==> src/source/archie_pkg.sv <==
`default_nettype none

package archie_pkg;

	// plain data widths
	typedef logic [7:0]  byte_t;
	typedef logic [31:0] word_t;
	typedef logic [3:0]  sel_t;       // one bit per byte lane
	typedef logic [23:0] load_addr_t; // host byte address
	typedef logic [7:0]  dio_index_t; // host download slot

	// on-chip word memory in place of the SDRAM
	localparam int RAM_ADDR_W = 10;
	localparam int RAM_DEPTH  = 1 << RAM_ADDR_W;
	localparam int LANES      = 4;

	typedef logic [RAM_ADDR_W-1:0] ram_addr_t;

	// download slots that carry a ROM image
	localparam dio_index_t ROM_INDEX_OS  = 8'd1;
	localparam dio_index_t ROM_INDEX_ALT = 8'd2;

	// bus request, held while stb is high
	typedef struct packed {
		logic      stb;
		logic      we;
		sel_t      sel;
		ram_addr_t adr; // word address
		word_t     dat;
	} wb_req_t;

	// bus response, ack is a single cycle
	typedef struct packed {
		logic  ack;
		word_t dat;
	} wb_rsp_t;

	// host download port, wr pulses once per byte
	typedef struct packed {
		logic       download;
		dio_index_t index;
		logic       wr;
		load_addr_t addr;
		byte_t      dout;
	} ioctl_t;

endpackage

`default_nettype wire
==> src/source/mem_arbiter.sv <==
`timescale 1ns/1ps
`default_nettype none

module mem_arbiter (
	input  wire logic               clk_sys,
	input  wire logic               loader_active_i,
	input  archie_pkg::wb_req_t     loader_req_i,
	input  archie_pkg::wb_req_t     core_req_i,
	input  archie_pkg::wb_rsp_t     ram_rsp_i,
	output archie_pkg::wb_req_t     ram_req_o,
	output logic                    loader_ack_o,
	output archie_pkg::wb_rsp_t     core_rsp_o
);

	import archie_pkg::*;

	wb_req_t sel_req;
	logic    core_ack;

	// loader owns the bus for the whole download
	always_comb begin
		if (loader_active_i) begin
			sel_req = loader_req_i;
		end else begin
			sel_req = core_req_i; // core stb is simply not seen while loading
		end
	end

	assign ram_req_o = sel_req;

	// ack steering, core waits with its stb held during a download
	assign loader_ack_o = loader_active_i ? ram_rsp_i.ack : 1'b0;
	assign core_ack     = loader_active_i ? 1'b0 : ram_rsp_i.ack;

	assign core_rsp_o = '{
		ack: core_ack,
		dat: ram_rsp_i.dat   // read data shared, ack qualifies it
	};

	// acks trail their request by one cycle, so an ack right after a
	// download still belongs to the loader and must not reach the core
	a_no_core_ack_in_download: assert property (
		@(posedge clk_sys)
		(loader_active_i || $past(loader_active_i)) |-> !core_rsp_o.ack
	);

endmodule

`default_nettype wire

==> config.mk <==
export PLATFORM = sky130hd
export DESIGN_NAME = mem_arbiter
export DESIGN_NICKNAME = d
export VERILOG_FILES = /design/src/source/archie_pkg.sv /design/src/source/mem_arbiter.sv
export SDC_FILE = /design/constraint.sdc
export NUM_CORES = 1
export LEC_CHECK = 0
export ABC_AREA = 1
export BUFFER_PORTS_ARGS = -buffer_cell sky130_fd_sc_hd__buf_2
export CORE_AREA = 2 2 83 85
export DETAILED_ROUTE_END_ITERATION = 10
export DIE_AREA = 0 0 85 87
export SLEW_MARGIN = 15
export SYNTH_ARGS = -nofsm -noshare
export SYNTH_HDL_FRONTEND = slang
export SYNTH_SLANG_ARGS = --single-unit
export TNS_END_PERCENT = 30
==> constraint.sdc <==
create_clock -name vclk -period 2.8
set_clock_uncertainty 0.05 [all_clocks]
set_input_delay 0.56 -clock vclk [all_inputs]
set_output_delay 0.56 -clock vclk [all_outputs]
set_load 0.01 [all_outputs]
* Word level (Yosys, flattened, before mapping)
Index checks and enable logic that the tools add are counted.
Widths: inputs -> output; s select.
** Storage, ports and cells
- Bits in registers :: 0
- Bits in latches :: 0
- Bits in writable memories :: 0
- Bits in read-only memories :: 0
- Input port bits :: 131
- Output and inout bits :: 82
- Memories :: 0
** Cells by class
- Add/subtract/negate cells :: 0
- Multipliers :: 0
- Divide/modulo/power cells :: 0
- Magnitude comparators :: 0
- Equality and inequality tests :: 0
- Shift-type cells :: 0
- Multiplexer cells :: 3
- Bitwise gates (word level) :: 0
- Reduce and logical (&&, ||, !) cells :: 0
** Operator list (number)
- $mux 48 :: 1
- $mux 1 :: 2

* Longest topological paths before layout
Gate-level depths: netlist of run 1.
- Word-level depth :: 1
- Mapped depth :: 6

* Worst setup path before layout of run 1
No wires, ideal clock.
- Kind :: input-to-output
- From :: input port loader_active_i
- To :: output port ram_req_o[26] in the netlist's numbering
- Data arrival time :: 1.116 ns
- Slack :: 1.074 ns
- Cell stages on the path :: 6
- Buffers on the path :: 3
- Cell sequence :: buf_2 inv_2 buf_6 buf_6 nand2_1 nand2_1
** RTL lines
- start, declared :: line mem_arbiter.sv:6 : input wire logic loader_active_i,
- end, declared :: line mem_arbiter.sv:10 : output archie_pkg::wb_req_t ram_req_o,

==> results of run 1 <==
-- power by group through the flow --
| stage | clock network (mW) | registers (mW) | logic (mW) |
|---|---|---|---|
| detailed placement | 0 | 0 | 0.227 |
| finish | 0 | 0 | 0.225 |
| global route | 0 | 0 | 0.252 |
| CTS | 0 | 0 | 0.228 |
| floorplan | 0 | 0 | 0.154 |
| global placement | 0 | 0 | 0.224 |
-- worst max-delay path by stage --
stage	startpoint	end	slack, ps	cells after the start
global route	loader_active_i	ram_req_o[14]	650	5
global placement	loader_active_i	ram_req_o[40]	790	5
CTS	loader_active_i	ram_req_o[40]	770	5
finish	loader_active_i	ram_req_o[40]	790	5
detailed placement	loader_active_i	ram_req_o[40]	770	5
floorplan	loader_active_i	ram_req_o[26]	1070	6
-- Yosys cell counts --
cell type                   n
sky130_fd_sc_hd__buf_2      8
sky130_fd_sc_hd__buf_4     33
sky130_fd_sc_hd__buf_6      3
sky130_fd_sc_hd__inv_1      2
sky130_fd_sc_hd__inv_2      1
sky130_fd_sc_hd__nand2_1  145
sky130_fd_sc_hd__nor2_1     1
-- final cells by class --
type	count	area, µm²	share of cell area, %
Tap cell	80	100	7.04
Timing Repair Buffer	151	763	53.7
Inverter	3	11.3	0.792
Multi-Input combinational cell	146	548	38.5
-- cell families (layout without fill, tap and decap cells) --
family	Yosys count	in the layout	share of synthesized area [%]
buf+inv	47	154	37.8
simple gates	146	146	62.2
-- per-layer routing --
layer	wire [µm]	track usage [%]	share of wire, %	vias to the layer above
met5	0	0	0	-
met4	54	1.59	1.7	0
met3	359	1.23	11	10
met2	1670	14.0	52	89
met1	1140	7.45	35	551
li1	-	-	-	746
-- metrics by stage --
step                      hold slack [ps]  instance area [µm²]  setup slack, ps  total power [mW]  util [%]
after global placement               1070                 1420              788             0.224      21.7
final                                1070                 1420              793             0.225      21.7
after detailed placement             1070                 1420              771             0.227      21.7
after CTS                            1070                 1420              769             0.228      21.7
after global routing                 1070                 1420              645             0.252      21.7
after floorplan                      1160                  881             1070             0.154         -
==> flow_summary_export.csv, run 1 <==
group,metric,value,unit
worst_setup_path,worstSetupStartpointType,"primary input",
placed_design,dp.cells,380,
layout,layout-drive-gt1-share,50.7,%
global_routing,globalRouteTotalUtil,6.96,%
timing,fmax,0.498,GHz
power,power_density,158,nW/µm²
synthesis,synth.yosys.seq_area_share,0,%
synthesis,post_synth_instance_area,881,µm²
layout,antenna_cells,0,
timing,timing.final.hold_violations,0,
power,p_leak,1.05,nW
timing,final.min_clock_period,2010,ps
floorplan,die_h,87,µm
flow_run,max_cap_viol_count,0,
placed_design,hpwl,2710,µm
clocking,holdBufCountCts,0,
global_routing,grt-ovfl-total,0,
timing,finalCritPeriodShare,71.7,%
floorplan,initial_utilization,13.4,%
layout,fin_cells,380,
layout,fin_nets,433,
detailed_routing,postRouteWirelength,3220,µm
timing,report.final.slew_viol_count,0,
worst_setup_path,worstSetupEndpointType,"output pin",
detailed_routing,wl_per_cell,8.47,µm
worst_setup_path,timing.critical_path.buf_inv,3,
power,clockPowerShare,0,%
worst_setup_path,path_class,"in -> out",
worst_setup_path,timing.critical_path.max_delay_family,"buffers and inverters",
layout,layout.clock_buffers,0,
power,worst_ir_drop_vdd,0.0820,mV
timing,timing.setup.tns,0,ps
worst_setup_path,critPathRequiredTime,2190,ps
synthesis,postSynthAreaPerCell,4.56,µm²
worst_setup_path,timing.critical_path.arrival,1400,ps
layout,register_area,0,µm²
power,swShare,50.8,%
synthesis,synth_top_cell_area_share,61.8,%
synthesis,ys.warnings.count,0,
power,power_report.internal_total,0.111,mW
synthesis,cells_taking_the_most_area_after_synthesis,"sky130_fd_sc_hd__nand2_1, sky130_fd_sc_hd__buf_4, sky130_fd_sc_hd__buf_2",
global_routing,largest_net_degree_at_the_start_of_global_routing,51,
timing,setup_viol_count_final,0,
power,combPwrFrac,100.0,%
synthesis,yosysUniqueCellTypes,7,
floorplan,io-pin-count,213,
detailed_routing,first_pass_iters,4,
global_routing,number_of_antenna_violations_at_the_first_check_in_global_routing,0,
worst_setup_path,cp_slowest_stage_delay,410,ps
min_path,hold-path-cell-count,0,
layout,final_common_cell,"sky130_fd_sc_hd__buf_2",
worst_setup_path,cell_with_the_biggest_individual_delay_on_the_critical_path,"sky130_fd_sc_hd__buf_4",
global_routing,grt_pass1_wl,4450,µm
clocking,post_cts_buffers,0,
detailed_routing,detailroute.via_count,1396,
synthesis,synth_largest_area_cell,"sky130_fd_sc_hd__nand2_1",
timing,relSlewSlack,68.5,%
floorplan,die_x,85,µm
detailed_routing,ant_nets,0,
floorplan,die_area,7400,µm²
global_routing,via_count_of_the_first_global_routing_pass,1061,
power,net_switching,0.114,mW
layout,most-common-layout-cells,"sky130_fd_sc_hd__buf_2, sky130_fd_sc_hd__nand2_1, sky130_fd_sc_hd__buf_4",
detailed_routing,routed_via_density,3.67,
min_path,hold_path_class,"in -> out",
floorplan,core_area,6570,µm²
synthesis,synth_nets,324,
detailed_routing,number_of_drc_violations_after_detailed_routing_iteration_0,26,
worst_setup_path,timing.critical_path.fanout_max,50,
placed_design,final_estimated_routing_congestion_in_global_placement,0.686,
placed_design,io_buffers,148,
min_path,hold_path_startpoint,"ram_rsp_i[22]",
run_status,run_status,"finished, final reports clean",
floorplan,fp-row-count,30,
min_path,hold_path_end,"core_rsp_o[22]",
layout,fillers,773,
worst_setup_path,timing.critical_path.cells,"buf_2 -> buf_4 -> nand2_1 -> nand2_1 -> buf_2",
timing,rsz0062_at_grt,"false",
detailed_routing,drt_drc_violations_left,0,
layout,seq_cell_count,0,
clocking,cts-resized-gates,0,
power,sequentialPowerShare,0,%
synthesis,synthesis.instances,193,
layout,area_growth_syn_to_layout,61.5,%
timing,worst_pin_slew,472,ps
No activity file was read; power rests on OpenSTA's default activity.
==> inputs of run 2 (changes only) <==
==> constraint.sdc (replaced) <==
create_clock -name vclk -period 1.75
set_clock_uncertainty 0.05 [all_clocks]
set_input_delay 0.35 -clock vclk [all_inputs]
set_output_delay 0.35 -clock vclk [all_outputs]
set_load 0.01 [all_outputs]
==> flow_summary_export.csv, run 2 (synthesis gave the netlist of run 1 again) <==
group,metric,value,unit
run_status,run_status,"finished, final reports clean",
worst_setup_path,timing.critical_path.arrival,1000,ps
global_routing,via_count_of_the_first_global_routing_pass,1084,
layout,register_area,0,µm²
global_routing,number_of_antenna_violations_at_the_first_check_in_global_routing,0,
layout,area_growth_syn_to_layout,65.8,%
layout,fin_nets,433,
power,power_density,254,nW/µm²
layout,antenna_cells,0,
floorplan,die_area,7400,µm²
layout,seq_cell_count,0,
worst_setup_path,worstSetupEndpointType,"output pin",
min_path,hold_path_class,"in -> out",
worst_setup_path,critPathRequiredTime,1350,ps
timing,report.final.slew_viol_count,0,
timing,timing.final.hold_violations,0,
worst_setup_path,critPathLaunch,"loader_active_i",
layout,layout-drive-gt1-share,50.7,%
detailed_routing,ant_nets,0,
timing,fmax,0.714,GHz
timing,rsz0062_at_grt,"false",
global_routing,largest_net_degree_at_the_start_of_global_routing,51,
min_path,hold-path-cell-count,0,
timing,timing.setup.tns,0,ps
worst_setup_path,path_class,"in -> out",
layout,most-common-layout-cells,"sky130_fd_sc_hd__buf_2, sky130_fd_sc_hd__nand2_1, sky130_fd_sc_hd__buf_12",
clocking,post_cts_buffers,0,
timing,relSlewSlack,86.0,%
power,report.power.total,0.371,mW
worst_setup_path,timing.critical_path.fanout_max,24,
timing,worst_pin_slew,210,ps
worst_setup_path,worstSetupStartpointType,"primary input",
floorplan,die_x,85,µm
power,worst_ir_drop_vdd,0.123,mV
timing,setup_viol_count_final,0,
placed_design,hpwl,2690,µm
detailed_routing,detailroute.via_count,1418,
clocking,cts-resized-gates,0,
detailed_routing,drt_drc_violations_left,0,
layout,fin_cells,380,
detailed_routing,routed_via_density,3.73,
detailed_routing,first_pass_iters,5,
flow_run,max_cap_viol_count,0,
detailed_routing,wl_per_cell,8.34,µm
floorplan,core_area,6570,µm²
detailed_routing,postRouteWirelength,3170,µm
placed_design,final_estimated_routing_congestion_in_global_placement,0.707,
floorplan,io-pin-count,213,
layout,final_common_cell,"sky130_fd_sc_hd__buf_2",
timing,final.min_clock_period,1400,ps
power,p_leak,1.07,nW
global_routing,grt_pass1_wl,4380,µm
placed_design,io_buffers,148,
floorplan,fp-row-count,30,
global_routing,globalRouteTotalUtil,6.77,%
clocking,holdBufCountCts,0,
floorplan,initial_utilization,13.4,%
global_routing,grt-ovfl-total,0,
floorplan,die_h,87,µm
layout,finished_core_util,22.2,%
timing,finalCritPeriodShare,80.1,%
min_path,hold_path_startpoint,"ram_rsp_i[22]",
detailed_routing,number_of_drc_violations_after_detailed_routing_iteration_0,22,
layout,layout.clock_buffers,0,
placed_design,dp.cells,380,
[run 2: cell counts in the layout (fill, tap and decap cells not counted)]
Identical to the previous run, type by type.
[run 2: per-stage QoR]
step	hold slack [ps]	instance area, µm²	worst slack [ps]
finish	650	1460	349
global route	650	1460	264
CTS	650	1460	344
detailed placement	650	1460	349
global placement	650	1460	351
floorplan	742	881	444
[run 2: cell type report]
class / instances / area (µm²)
Multi-Input combinational cell: 146 / 548
Timing Repair Buffer: 151 / 801
Tap cell: 80 / 100
Inverter: 3 / 11.3
Fill cell: 744 / 5110
[run 2: critical path, cell delays in order]
cell and delay, ps:
sky130_fd_sc_hd__buf_2 120, sky130_fd_sc_hd__inv_2 100, sky130_fd_sc_hd__buf_12 160, sky130_fd_sc_hd__nand2_1 80
sky130_fd_sc_hd__nand2_1 60, sky130_fd_sc_hd__buf_2 120
[run 2: final timing paths]
check,end,slack [ps]
worst max-delay path,ram_req_o[18],350
worst min-delay path,core_rsp_o[22],650
[run 2: power breakdown]
part           leakage [nW]  switching (mW)  total (mW)  internal [mW]
Clock                     0               0           0              0
Combinational          1.07           0.184       0.371          0.187
Sequential                0               0           0              0
Total                  1.07           0.184       0.371          0.187
[run 2: routing by layer]
layer  GRT usage (%)  vias up  routed length (µm)
met4            1.44        0                  54
met1            7.00      567                1120
li1                -      746                   -
met3            1.23       10                 347
met2            13.9       95                1650
met5               0        -                   0
