File: src/source/archie_pkg.sv
`default_nettype none

package archie_pkg;

	// plain data widths
	typedef logic [7:0]  byte_t;
	typedef logic [31:0] word_t;
	typedef logic [3:0]  sel_t;       // one bit per byte lane
	typedef logic [23:0] load_addr_t; // host byte address
	typedef logic [7:0]  dio_index_t; // host download slot

	// on-chip word memory in place of the SDRAM
	localparam int RAM_ADDR_W = 10;
	localparam int RAM_DEPTH  = 1 << RAM_ADDR_W;
	localparam int LANES      = 4;

	typedef logic [RAM_ADDR_W-1:0] ram_addr_t;

	// download slots that carry a ROM image
	localparam dio_index_t ROM_INDEX_OS  = 8'd1;
	localparam dio_index_t ROM_INDEX_ALT = 8'd2;

	// bus request, held while stb is high
	typedef struct packed {
		logic      stb;
		logic      we;
		sel_t      sel;
		ram_addr_t adr; // word address
		word_t     dat;
	} wb_req_t;

	// bus response, ack is a single cycle
	typedef struct packed {
		logic  ack;
		word_t dat;
	} wb_rsp_t;

	// host download port, wr pulses once per byte
	typedef struct packed {
		logic       download;
		dio_index_t index;
		logic       wr;
		load_addr_t addr;
		byte_t      dout;
	} ioctl_t;

endpackage

`default_nettype wire
File: src/source/loader_writer.sv
`timescale 1ns/1ps
`default_nettype none

module loader_writer (
	input  wire logic               clk_sys,
	input  wire logic               rst_n_i,
	input  archie_pkg::ioctl_t      ioctl_i,
	input  wire logic               loader_ack_i,
	output archie_pkg::wb_req_t     loader_req_o,
	output logic                    loader_active_o,
	output logic                    rom_ready_o
);

	import archie_pkg::*;

	logic      loader_active;
	logic      loader_active_old;
	logic      stb_q;
	logic      rom_ready_q;
	sel_t      sel_q;
	ram_addr_t adr_q;
	byte_t     byte_q;

	// only the two ROM slots go to memory, CMOS and others are left alone
	assign loader_active = ioctl_i.download &&
		(ioctl_i.index == ROM_INDEX_OS || ioctl_i.index == ROM_INDEX_ALT);

	// strobe raised per host byte, dropped once the memory acks
	always_ff @(posedge clk_sys or negedge rst_n_i) begin
		if (!rst_n_i) begin
			stb_q <= 1'b0;
		end else if (ioctl_i.wr && loader_active) begin
			stb_q <= 1'b1;
		end else if (loader_ack_i) begin
			stb_q <= 1'b0;
		end
	end

	// byte payload captured with the pulse, host may move on afterwards
	always_ff @(posedge clk_sys) begin
		if (ioctl_i.wr && loader_active) begin
			sel_q  <= sel_t'(4'b0001 << ioctl_i.addr[1:0]);
			adr_q  <= ioctl_i.addr[RAM_ADDR_W+1:2];
			byte_q <= ioctl_i.dout;
		end
	end

	// rom is ready after the first ROM download ends
	always_ff @(posedge clk_sys or negedge rst_n_i) begin
		if (!rst_n_i) begin
			loader_active_old <= 1'b0;
			rom_ready_q       <= 1'b0;
		end else begin
			loader_active_old <= loader_active;
			if (loader_active_old && !loader_active) begin
				rom_ready_q <= 1'b1; // sticky until reset
			end
		end
	end

	assign loader_req_o = '{
		stb: stb_q,
		we:  1'b1,            // loader only ever writes
		sel: sel_q,
		adr: adr_q,
		dat: {LANES{byte_q}}  // byte copied to every lane
	};

	assign loader_active_o = loader_active;
	assign rom_ready_o     = rom_ready_q;

	// host bytes must be spaced so that each write completes first
	a_no_wr_while_pending: assert property (
		@(posedge clk_sys) disable iff (!rst_n_i)
		(ioctl_i.wr && loader_active) |-> !stb_q
	);

endmodule

`default_nettype wire

File: config.mk
export PLATFORM = sky130hd
export DESIGN_NAME = loader_writer
export DESIGN_NICKNAME = d
export VERILOG_FILES = /design/src/source/archie_pkg.sv /design/src/source/loader_writer.sv
export SDC_FILE = /design/constraint.sdc
export NUM_CORES = 1
export LEC_CHECK = 0
export ABC_AREA = 1
export BUFFER_PORTS_ARGS = -buffer_cell sky130_fd_sc_hd__buf_2
export CAP_MARGIN = 25
export CORE_ASPECT_RATIO = 0.5
export CORE_MARGIN = 1
export CORE_UTILIZATION = 34
export CTS_CLUSTER_SIZE = 10
export DETAILED_ROUTE_END_ITERATION = 16
export PLACE_DENSITY = 0.81
export SLEW_MARGIN = 20
export SYNTH_ARGS = -nofsm -noshare
export SYNTH_HDL_FRONTEND = slang
export SYNTH_SLANG_ARGS = --single-unit
File: constraint.sdc
create_clock -name clk_sys -period 0.8 [get_ports clk_sys]
set_input_delay 0.04 -clock clk_sys [delete_from_list [all_inputs] [get_ports clk_sys]]
set_output_delay 0.04 -clock clk_sys [all_outputs]
set_load 0.01 [all_outputs]
# ---- After elaboration in Yosys (flattened, before gate mapping)
# Index checks and enable logic that the tools add are counted.
dict set report totals {
  register_bits 25
  latchBits 0
  ram_bits 0
  rom_bits 0
  in_bits 45
  output_inout_bits 50
  wordCells 17
  mem_count 0
}
dict set report op_classes {
  n_addsub 0
  mul 0
  n_div 0
  order_cmp 0
  eq_ne 2
  n_shift 1
  n_mux 2
  bitwise_logic 0
  reduce_logical 6
}
# op n
set op_table {}
lappend op_table {{8-bit by 1-bit equality test with 1-bit output (second input constant)} 1}
lappend op_table {{8-bit by 2-bit equality test with 1-bit output (second input constant)} 1}
lappend op_table {{1-bit by 2-bit left shift with 4-bit output (first input constant)} 1}
lappend op_table {{1-bit logical AND} 3}
lappend op_table {{1-bit 2-to-1 mux} 2}
lappend op_table {{2-bit nonzero test} 1}
lappend op_table {{1-bit logical NOT} 1}
lappend op_table {{1-bit logical OR} 1}

# ---- Longest topological paths before layout
# Gate-level depths: netlist of run 1.
dict set report depth {
  depth_word 5
  depth_mapped 6
  mapped_depth_nobuf 6
}

# ---- Worst setup path before layout of run 1
# OpenSTA, ideal clock, no wires.
dict set report synth_path {
  path_type {input to register}
  startpoint {input ioctl_i[39] in the netlist's numbering}
  endpoint {register adr_q[0] (enable)}
  setup_ns 0.377
  arrival_time_ns 0.797
  required_time_ns 0.423
  setup_slack_ns -0.374
  path_stages 5
  path_buffers 0
  path_cell_list {inv_1 nand2_2 nor2_4 nand4_2 inv_1}
}
dict set report synth_between {
  elab_chain_cells 4
  word_cells_on_any_way 5
  cone_classes {eq/ne (2); reduce/logical (3)}
}
# item line_no
set synth_lines {}
lappend synth_lines {{start, declared} loader_writer.sv:7} ;# input archie_pkg::ioctl_t ioctl_i,
lappend synth_lines {{8-bit by 1-bit equality test with 1-bit output / 8-bit by 2-bit equality test with 1-bit output (equally long branches)} loader_writer.sv:26} ;# (ioctl_i.index == ROM_INDEX_OS || ioctl_i.index == ROM_INDEX_ALT);
lappend synth_lines {{1-bit logical OR *} loader_writer.sv:26}
lappend synth_lines {{1-bit logical AND *} loader_writer.sv:25} ;# assign loader_active = ioctl_i.download &&
lappend synth_lines {{1-bit logical AND *} loader_writer.sv:41} ;# if (ioctl_i.wr && loader_active) begin
lappend synth_lines {{end signal, assigned} loader_writer.sv:43} ;# adr_q <= ioctl_i.addr[RAM_ADDR_W+1:2];
lappend synth_lines {{end, declared} loader_writer.sv:21} ;# ram_addr_t adr_q;
# Every way passes the cells marked *; elsewhere a longest branch is shown, timed or not.
# A chain may end at the register's enable or synchronous reset.

# ---- Worst setup path in the final report of run 1
dict set report layout_path {
  startpoint {register byte_q[0]}
  endpoint {output loader_req_o[0] in the netlist's numbering}
}
# item line_no
set layout_lines {}
lappend layout_lines {{start, declared} loader_writer.sv:22} ;# byte_t byte_q;
lappend layout_lines {{start signal, assigned} loader_writer.sv:44} ;# byte_q <= ioctl_i.dout;
lappend layout_lines {{end, declared} loader_writer.sv:9} ;# output archie_pkg::wb_req_t loader_req_o,
# No word-level cell between the ends.

==> flow_summary.ini, run 1 <==
[critical_path]
timing.critical_path.buf_inv = 1
critical_path_class = register to output pin
cp_slowest_stage_delay_ps = 430
startpoint_type = register
cp_top_family = flip-flops
slowest_stage = edfxtp_1
r2r_start = rom_ready_o
crit_fanout = 4
cp_data_arrival_time_ps = 870
crit_start = byte_q[0]
worstSetupEndpointType = output pin
cp.required_ps = 760
path_cells = buf_2

[floorplanning]
fp-row-count = 14
die_w_um = 82.4
ioPinCount = 95
core_area_mm2 = 0.00305
start_util_pct = 36.1
die_h_um = 42.2
dieArea_mm2 = 0.00348

[pwr]
worst_ir_drop_vdd_v = 0.000624
power_density_mw_per_mm2 = 1330
finalPower_mw = 2.41
leakage_nw = 0.865

[logic_synthesis]
seq_area_frac_synth_pct = 66.9
avgSynthCellArea_um2 = 12.8
yosysTopAreaCellShare_pct = 60.1
synth_warnings = 0
netlist_area_mm2 = 0.00110
netlist_instances = 86
synth_cell_types = 12
ys_ff_latch = 25
yosys-top-cells-area = edfxtp_1 (60%), buf_4 (18%), dfrtp_1 (6.8%)
syn_nets = 131
synth_top_area_cell = edfxtp_1

[hold_path]
worstHoldStart = loader_ack_i
min_path_type = input pin to register

[cts]
htree_levels = 1
cts_buffers = 3
clkTransAtPathRegs_ps = 80
cts_sinks = 25
clock_latency_ps = 260
cts_tree = done
root_buffer = clkbuf_8
clockBufferDepth = 2

[routing]
wl_met1_um = 850
first_pass_iters = 4
vias = 833
wl_met2_mm = 1.38
postRouteAntennaNets = 0
dr.first_iter.drc_count = 14
drcViolationCount = 0
wire_per_inst_um = 10.9
wl_met3_um = 115
wirelength_mm = 2.35
avgViaCountPerCell = 3.87
dr.max_layer_used = met3

[sta]
max_freq_mhz = 1100
fin_hold_ws_ps = 35.8
setup_viol = 65
period_minus_slack_ps = 908
hold_violations = 0
layout_setup_ws_ps = -108
rsz0062_at_grt = yes
slew_viol_final = 0
worst_clock_skew_ps = 0.0414
finalCritPeriodShare_pct = 114

[grt]
grt_pass1_wl_mm = 3.45
grt_pass1_vias = 825
grt_max_degree = 18
grt-ovfl-total = 0
antenna_found_initial = 0
track_usage_pct = 14.0

[placed_design]
gp_congestion = 0.674
dp_hpwl_mm = 1.55
dp.cells = 187
placed_cell_area_mm2 = 0.00146
port_buffers = 81

[run_status]
violations = negative setup slack
outcome = finished, violations left

[layout]
multi_input_area_um2 = 133
nets = 221
fillers = 247
syn2layout_area_growth_pct = 65.2
seq_area_um2 = 736
antennaDiodeCount = 0
final_cell_count_no_fill = 215
final_design_area_no_fill_mm2 = 0.00182
drive_above_1_share_pct = 64.6

[run]
max-cap-violations = 0
## per-layer routing
layer	up-vias	track usage, %
li1	418	-
met3	0	3.04
met5	-	0
met2	33	27.3
met1	382	13.0
met4	0	8.77
## worst register-to-register path: cells and delay by family, from the launching register on
kind / cells / cell delay (ps)
buffers and inverters: 2 / 210
flip-flops: 1 / 390
AND/OR/NAND/NOR: 1 / 60
## logic make-up after synthesis
| group | share of synthesized area (%) |
|---|---|
| flip-flops | 66.9 |
| AND/OR/NAND/NOR | 9.56 |
| buffers and inverters | 23.2 |
| other | 0.341 |
## final cells by class
cell class / instances / area share, %
Clock inverter: 1 / 0.413
Inverter: 16 / 4.48
Sequential cell: 25 / 40.5
Multi-Input combinational cell: 19 / 7.30
Timing Repair Buffer: 111 / 42.3
Clock buffer: 3 / 2.27
Tap cell: 40 / 2.75
## power breakdown
group          switching, mW  total (mW)  internal (mW)  leakage, nW
logic                 0.0970       0.263          0.166        0.614
clock network          0.371       0.723          0.352       0.0217
registers            0.00108        1.42           1.42        0.230
## Yosys cell counts (all sizes together)
| master | count |
|---|---|
| buf | 26 |
| edfxtp | 22 |
| inv | 16 |
| nand2 | 11 |
| nor2 | 5 |
| dfrtp | 3 |
| conb | 1 |
| nand3 | 1 |
| nand4 | 1 |
## timing repair
item	4_1_cts	5_1_grt
hold endpoints to repair	21	0
setup buffers	2	1
hold buffers	19	0
pin swaps	1	6
setup endpoints to repair	66	66
gates resized for setup	3	12
gates cloned	0	2
## stage by stage
| step | worst slack (ps) | util, % | setup TNS, ps |
|---|---|---|---|
| after global routing | -157 | 59.6 | -6630 |
| after CTS | -110 | 56.4 | -3630 |
| after global placement | -287 | 47.7 | -6270 |
| after detailed placement | -303 | 47.7 | -6670 |
| final | -108 | 59.6 | -3610 |
| after floorplan | -168 | - | -3700 |
## sequential cells by signal, indices dropped and copies added, names as in the netlist
name and flops:
byte_q 8, stb_q 1, adr_q 10, rom_ready_o 1
sel_q 4, loader_active_old 1
## path summary, 6_finish.rpt
kind | to | slack (ps) | cells after the start
max | loader_req_o[0] | -110 | 1
min | stb_q | 40 | 4
max reg2reg | rom_ready_o | 30 | 3
min reg2reg | rom_ready_o | 460 | 2
max in group asynchronous | rom_ready_o | 580 | 2
min in group asynchronous | loader_active_old | 120 | 2
## cells in the final DEF, fill, tap and decap left out
| cell type | instances |
|---|---|
| edfxtp_1 | 22 |
| clkinvlp_4 | 2 |
| nand3_4 | 1 |
| dlygate4sd3_1 | 19 |
| nand2_1 | 7 |
| inv_12 | 1 |
| buf_2 | 76 |
| nand4_4 | 1 |
| buf_4 | 6 |
| buf_8 | 1 |
| clkbuf_16 | 2 |
| clkinv_4 | 1 |
| clkbuf_8 | 3 |
| nand2_4 | 1 |
| conb_1 | 1 |
| inv_1 | 7 |
| nor2_4 | 2 |
| buf_6 | 6 |
| inv_2 | 6 |
| buf_12 | 1 |
| nor2_1 | 3 |
| nand2_2 | 3 |
| dfrtp_1 | 3 |
Note: power is estimated with default switching activity, not from simulation.
==> run 2: changes to the inputs <==
- CELL_PAD_IN_SITES_DETAIL_PLACEMENT: unset -> 1
- CELL_PAD_IN_SITES_GLOBAL_PLACEMENT: unset -> 1
- CORE_UTILIZATION: 34 -> 24
==> flow_summary.ini, run 2 (synthesized netlist as in run 1, its figures left out) <==
[run_status]
outcome = finished, violations left
violations = design-rule violations, negative setup slack

[routing]
drcViolationCount = 6
wire_per_inst_um = 14.8
wirelength_mm = 3.37
dr.first_iter.drc_count = 30
vias = 874
postRouteAntennaNets = 0
avgViaCountPerCell = 3.83
first_pass_iters = 10

[floorplanning]
fp-row-count = 16
die_w_um = 97.7
dieArea_mm2 = 0.00487
die_h_um = 49.9
start_util_pct = 26.5
ioPinCount = 95
core_area_mm2 = 0.00414

[critical_path]
path_cells = buf_2
slowest_stage = edfxtp_1
worstSetupEndpointType = output pin
timing.critical_path.buf_inv = 1
cp_data_arrival_time_ps = 910
critical_path_class = register to output pin
cp_top_family = flip-flops
cp.required_ps = 760
startpoint_type = register
crit_fanout = 4
cp_slowest_stage_delay_ps = 460

[hold_path]
min_path_type = input pin to register

[placed_design]
dp.cells = 200
dp_hpwl_mm = 1.94
gp_congestion = 0.668
placed_cell_area_mm2 = 0.00147
port_buffers = 81

[cts]
htree_levels = 1
root_buffer = clkbuf_8
cts_sinks = 25
clockBufferDepth = 2
clkTransAtPathRegs_ps = 90
cts_tree = done
clock_latency_ps = 270
cts_buffers = 3

[layout]
drive_above_1_share_pct = 64.4
mostFrequentLayoutCell = buf_2
antennaDiodeCount = 0
final_design_area_no_fill_mm2 = 0.00179
final_cell_count_no_fill = 228
top_register = adr_q
nets = 220
largest_register_ffs = 10
syn2layout_area_growth_pct = 63.0
biggestRegsByFlops = adr_q x10, byte_q x8, sel_q x4
final_cell_mix = buf_2 (77), edfxtp_1 (22), dlygate4sd3_1 (19)

[sta]
setup-tns-final_ps = -4440
setup_viol = 65
finalCritPeriodShare_pct = 118
slew_viol_final = 0
max_freq_mhz = 1060
period_minus_slack_ps = 946
layout_setup_ws_ps = -146
hold_violations = 0
worst_clock_skew_ps = 0.0407
rsz0062_at_grt = yes

[grt]
track_usage_pct = 12.6
grt_pass1_wl_mm = 4.54
antenna_found_initial = 0
grt-ovfl-total = 0
grt_max_degree = 23
grt_pass1_vias = 866

[pwr]
p_seq_share_pct = 58.2
worst_ir_drop_vdd_v = 0.000525
power_density_mw_per_mm2 = 1360
internal_power_mw = 1.93
p_comb_share_pct = 11.0
finalPower_mw = 2.44
sw_frac_of_total_pct = 21.1
leakage_nw = 0.855
power.switching_mw = 0.515
p_clk_share_pct = 30.8

[run]
max-cap-violations = 0
==> run 2: cell count changes in the layout (fill, tap and decap cells not counted) <==
cell / previous run / this run
clkbuf_16: 2 / 1
buf_4: 6 / 7
clkinvlp_4: 2 / 1
inv_6: 0 / 1
buf_6: 6 / 5
buf_8: 1 / 0
clkinv_4: 1 / 0
buf_2: 76 / 77
clkinv_2: 0 / 1
==> run 2: routing by layer <==
metal	wire [um]	up-vias	global-route usage (%)
met1	1220	431	11.9
met2	2020	24	28.7
li1	-	415	-
met5	0	-	0
met3	76	4	0.426
met4	64	0	4.55
==> run 2: timing repair <==
item | 4_1_cts | 5_1_grt
setup buffers | 0 | 3
endpoints found under the hold margin | 21 | 0
setup endpoints to repair | 71 | 71
resized for setup | 3 | 6
pin swaps | 1 | 2
hold buffers | 19 | 0
gates cloned | 0 | 2
==> run 2: power groups by stage <==
stage / logic [mW] / clock network (mW) / registers, mW
3_5_place_dp: 0.173 / 0 / 1.45
5_1_grt: 0.291 / 0.807 / 1.42
6_report: 0.269 / 0.752 / 1.42
2_1_floorplan: 0.0639 / 0 / 1.45
4_1_cts: 0.248 / 0.731 / 1.42
3_3_place_gp: 0.162 / 0 / 1.45
==> run 2: worst paths after layout <==
path	slack, ps	startpoint	endpoint	cells after the start
min reg2reg	460	loader_active_old	rom_ready_o	2
max	-150	byte_q[3]	loader_req_o[27]	1
min in group asynchronous	80	rst_n_i	loader_active_old	2
max in group asynchronous	620	rst_n_i	stb_q	2
min	20	loader_ack_i	stb_q	4
max reg2reg	90	rom_ready_o	rom_ready_o	3
==> run 2: area by class of cell <==
| class | count | area [um^2] |
|---|---|---|
| well taps | 54 | 67.6 |
| repair buffers | 110 | 729 |
| fillers | 464 | 2350 |
| clock buffers | 3 | 41.3 |
| flip-flops and latches | 25 | 736 |
| multi-input cells | 19 | 133 |
| clock inverters | 1 | 5.00 |
| inverters | 16 | 81.3 |
==> run 2: per-stage QoR <==
step | util (%) | hold WS (ps) | setup slack (ps)
floorplan | - | -256 | -168
global placement | 35.4 | -165 | -291
detailed placement | 35.4 | -160 | -308
CTS | 41.3 | 11.9 | -122
global route | 43.3 | 47.7 | -157
finish | 43.3 | 21.2 | -146
==> run 3: changes to the inputs <==
- CORE_ASPECT_RATIO: 0.5 -> unset
- CORE_UTILIZATION: 24 -> 25
- CTS_BUF_LIST: unset -> sky130_fd_sc_hd__clkbuf_8
- PLACE_DENSITY: 0.81 -> 0.83
==> flow_summary.ini, run 3 (synthesized netlist as in run 1, its figures left out) <==
[routing]
dr.first_iter.drc_count = 29
wirelength_mm = 2.51
postRouteAntennaNets = 0
first_pass_iters = 2
wire_per_inst_um = 11.3
drcViolationCount = 0
avgViaCountPerCell = 3.95
vias = 876

[layout]
fillers = 480
biggestRegsByFlops = adr_q x10, byte_q x8, sel_q x4
syn2layout_area_growth_pct = 63.7
drive_above_1_share_pct = 63.4
antennaDiodeCount = 0
final_cell_mix = buf_2 (73), edfxtp_1 (22), dlygate4sd3_1 (19), buf_6 (10), inv_1 (8)
mostFrequentLayoutCell = buf_2
final_design_area_no_fill_mm2 = 0.00180
largest_register_ffs = 10
nets = 218
top_register = adr_q
final_cell_count_no_fill = 222

[placed_design]
gp_congestion = 0.660
dp.cells = 195
place_ws_ps = -295
dp_hpwl_mm = 1.86
port_buffers = 81
placed_cell_area_mm2 = 0.00145

[floorplanning]
die_w_um = 68.3
ioPinCount = 95
fp-row-count = 23
die_h_um = 68.3
start_util_pct = 26.7
dieArea_mm2 = 0.00467
core_area_mm2 = 0.00412

[critical_path]
cp_data_arrival_time_ps = 870
startpoint_type = register
timing.critical_path.buf_inv = 1
path_cells = buf_2
cp.required_ps = 760
cp_top_family = flip-flops
critical_path_class = register to output pin
worstSetupEndpointType = output pin
crit_fanout = 4
slowest_stage = edfxtp_1
cp_slowest_stage_delay_ps = 440

[grt]
grt-ovfl-total = 0
grt_pass1_vias = 845
antenna_found_initial = 0
grt_pass1_wl_mm = 3.46
grt_max_degree = 17
track_usage_pct = 10.5

[sta]
period_minus_slack_ps = 908
max_freq_mhz = 1100
rsz0062_at_grt = yes
setup_viol = 70
layout_setup_ws_ps = -108
hold_violations = 0
slew_viol_final = 0
finalCritPeriodShare_pct = 113
setup-tns-final_ps = -3590
worst_clock_skew_ps = 0.192

[run]
max-cap-violations = 0

[pwr]
power_density_mw_per_mm2 = 1330
leakage_nw = 0.857
worst_ir_drop_vdd_v = 0.000428
finalPower_mw = 2.39

[run_status]
outcome = finished, violations left
violations = negative setup slack

[cts]
clockBufferDepth = 2
clock_latency_ps = 260
cts_tree = done
cts_buffers = 3
htree_levels = 1
cts_sinks = 25
root_buffer = clkbuf_8
clkTransAtPathRegs_ps = 80

[hold_path]
min_path_type = input pin to register
==> run 3: per-layer routing <==
layer	track usage, %	part of all wire [%]
met5	0	0
met1	9.03	32
met4	4.69	1.2
met2	21.9	57
met3	2.33	9.0
==> run 3: final cells by class <==
cell class	count	area (um^2)	share of cell area, %
Timing Repair Buffer	108	743	41.3
Tap cell	50	62.6	3.47
Multi-Input combinational cell	19	133	7.37
Inverter	16	81.3	4.52
Sequential cell	25	736	40.9
Clock buffer	3	41.3	2.29
Clock inverter	1	3.75	0.208
==> run 3: final timing paths <==
check	slack (ps)	cells past startpoint	from	to
setup / recovery	-110	1	byte_q[7]	loader_req_o[15]
hold / removal	20	4	loader_ack_i	stb_q
setup reg to reg	60	3	stb_q	stb_q
hold reg to reg	470	2	loader_active_old	rom_ready_o
max in group asynchronous	590	2	rst_n_i	rom_ready_o
min in group asynchronous	100	2	rst_n_i	stb_q
==> run 3: through the flow <==
| stage | util, % | hold WS (ps) |
|---|---|---|
| final | 43.8 | 17.3 |
| after CTS | 41.4 | 18.6 |
| after detailed placement | 35.3 | -156 |
| after global routing | 43.8 | 48.3 |
| after global placement | 35.3 | -161 |
| after floorplan | - | -256 |
==> run 3: report_power, final <==
group | internal (mW) | total, mW | switching, mW
registers | 1.42 | 1.42 | 0.00114
logic | 0.163 | 0.263 | 0.100
clock network | 0.343 | 0.710 | 0.367
total | 1.93 | 2.39 | 0.468
==> run 3: repair_timing <==
| action | 4_1_cts | 5_1_grt |
|---|---|---|
| hold buffers | 19 | 0 |
| buffers inserted | 0 | 3 |
| gates resized for setup | 4 | 12 |
| cloned | 0 | 1 |
| pin swaps | 1 | 5 |
| hold endpoints to repair | 21 | 0 |
| endpoints found under the setup margin | 65 | 71 |
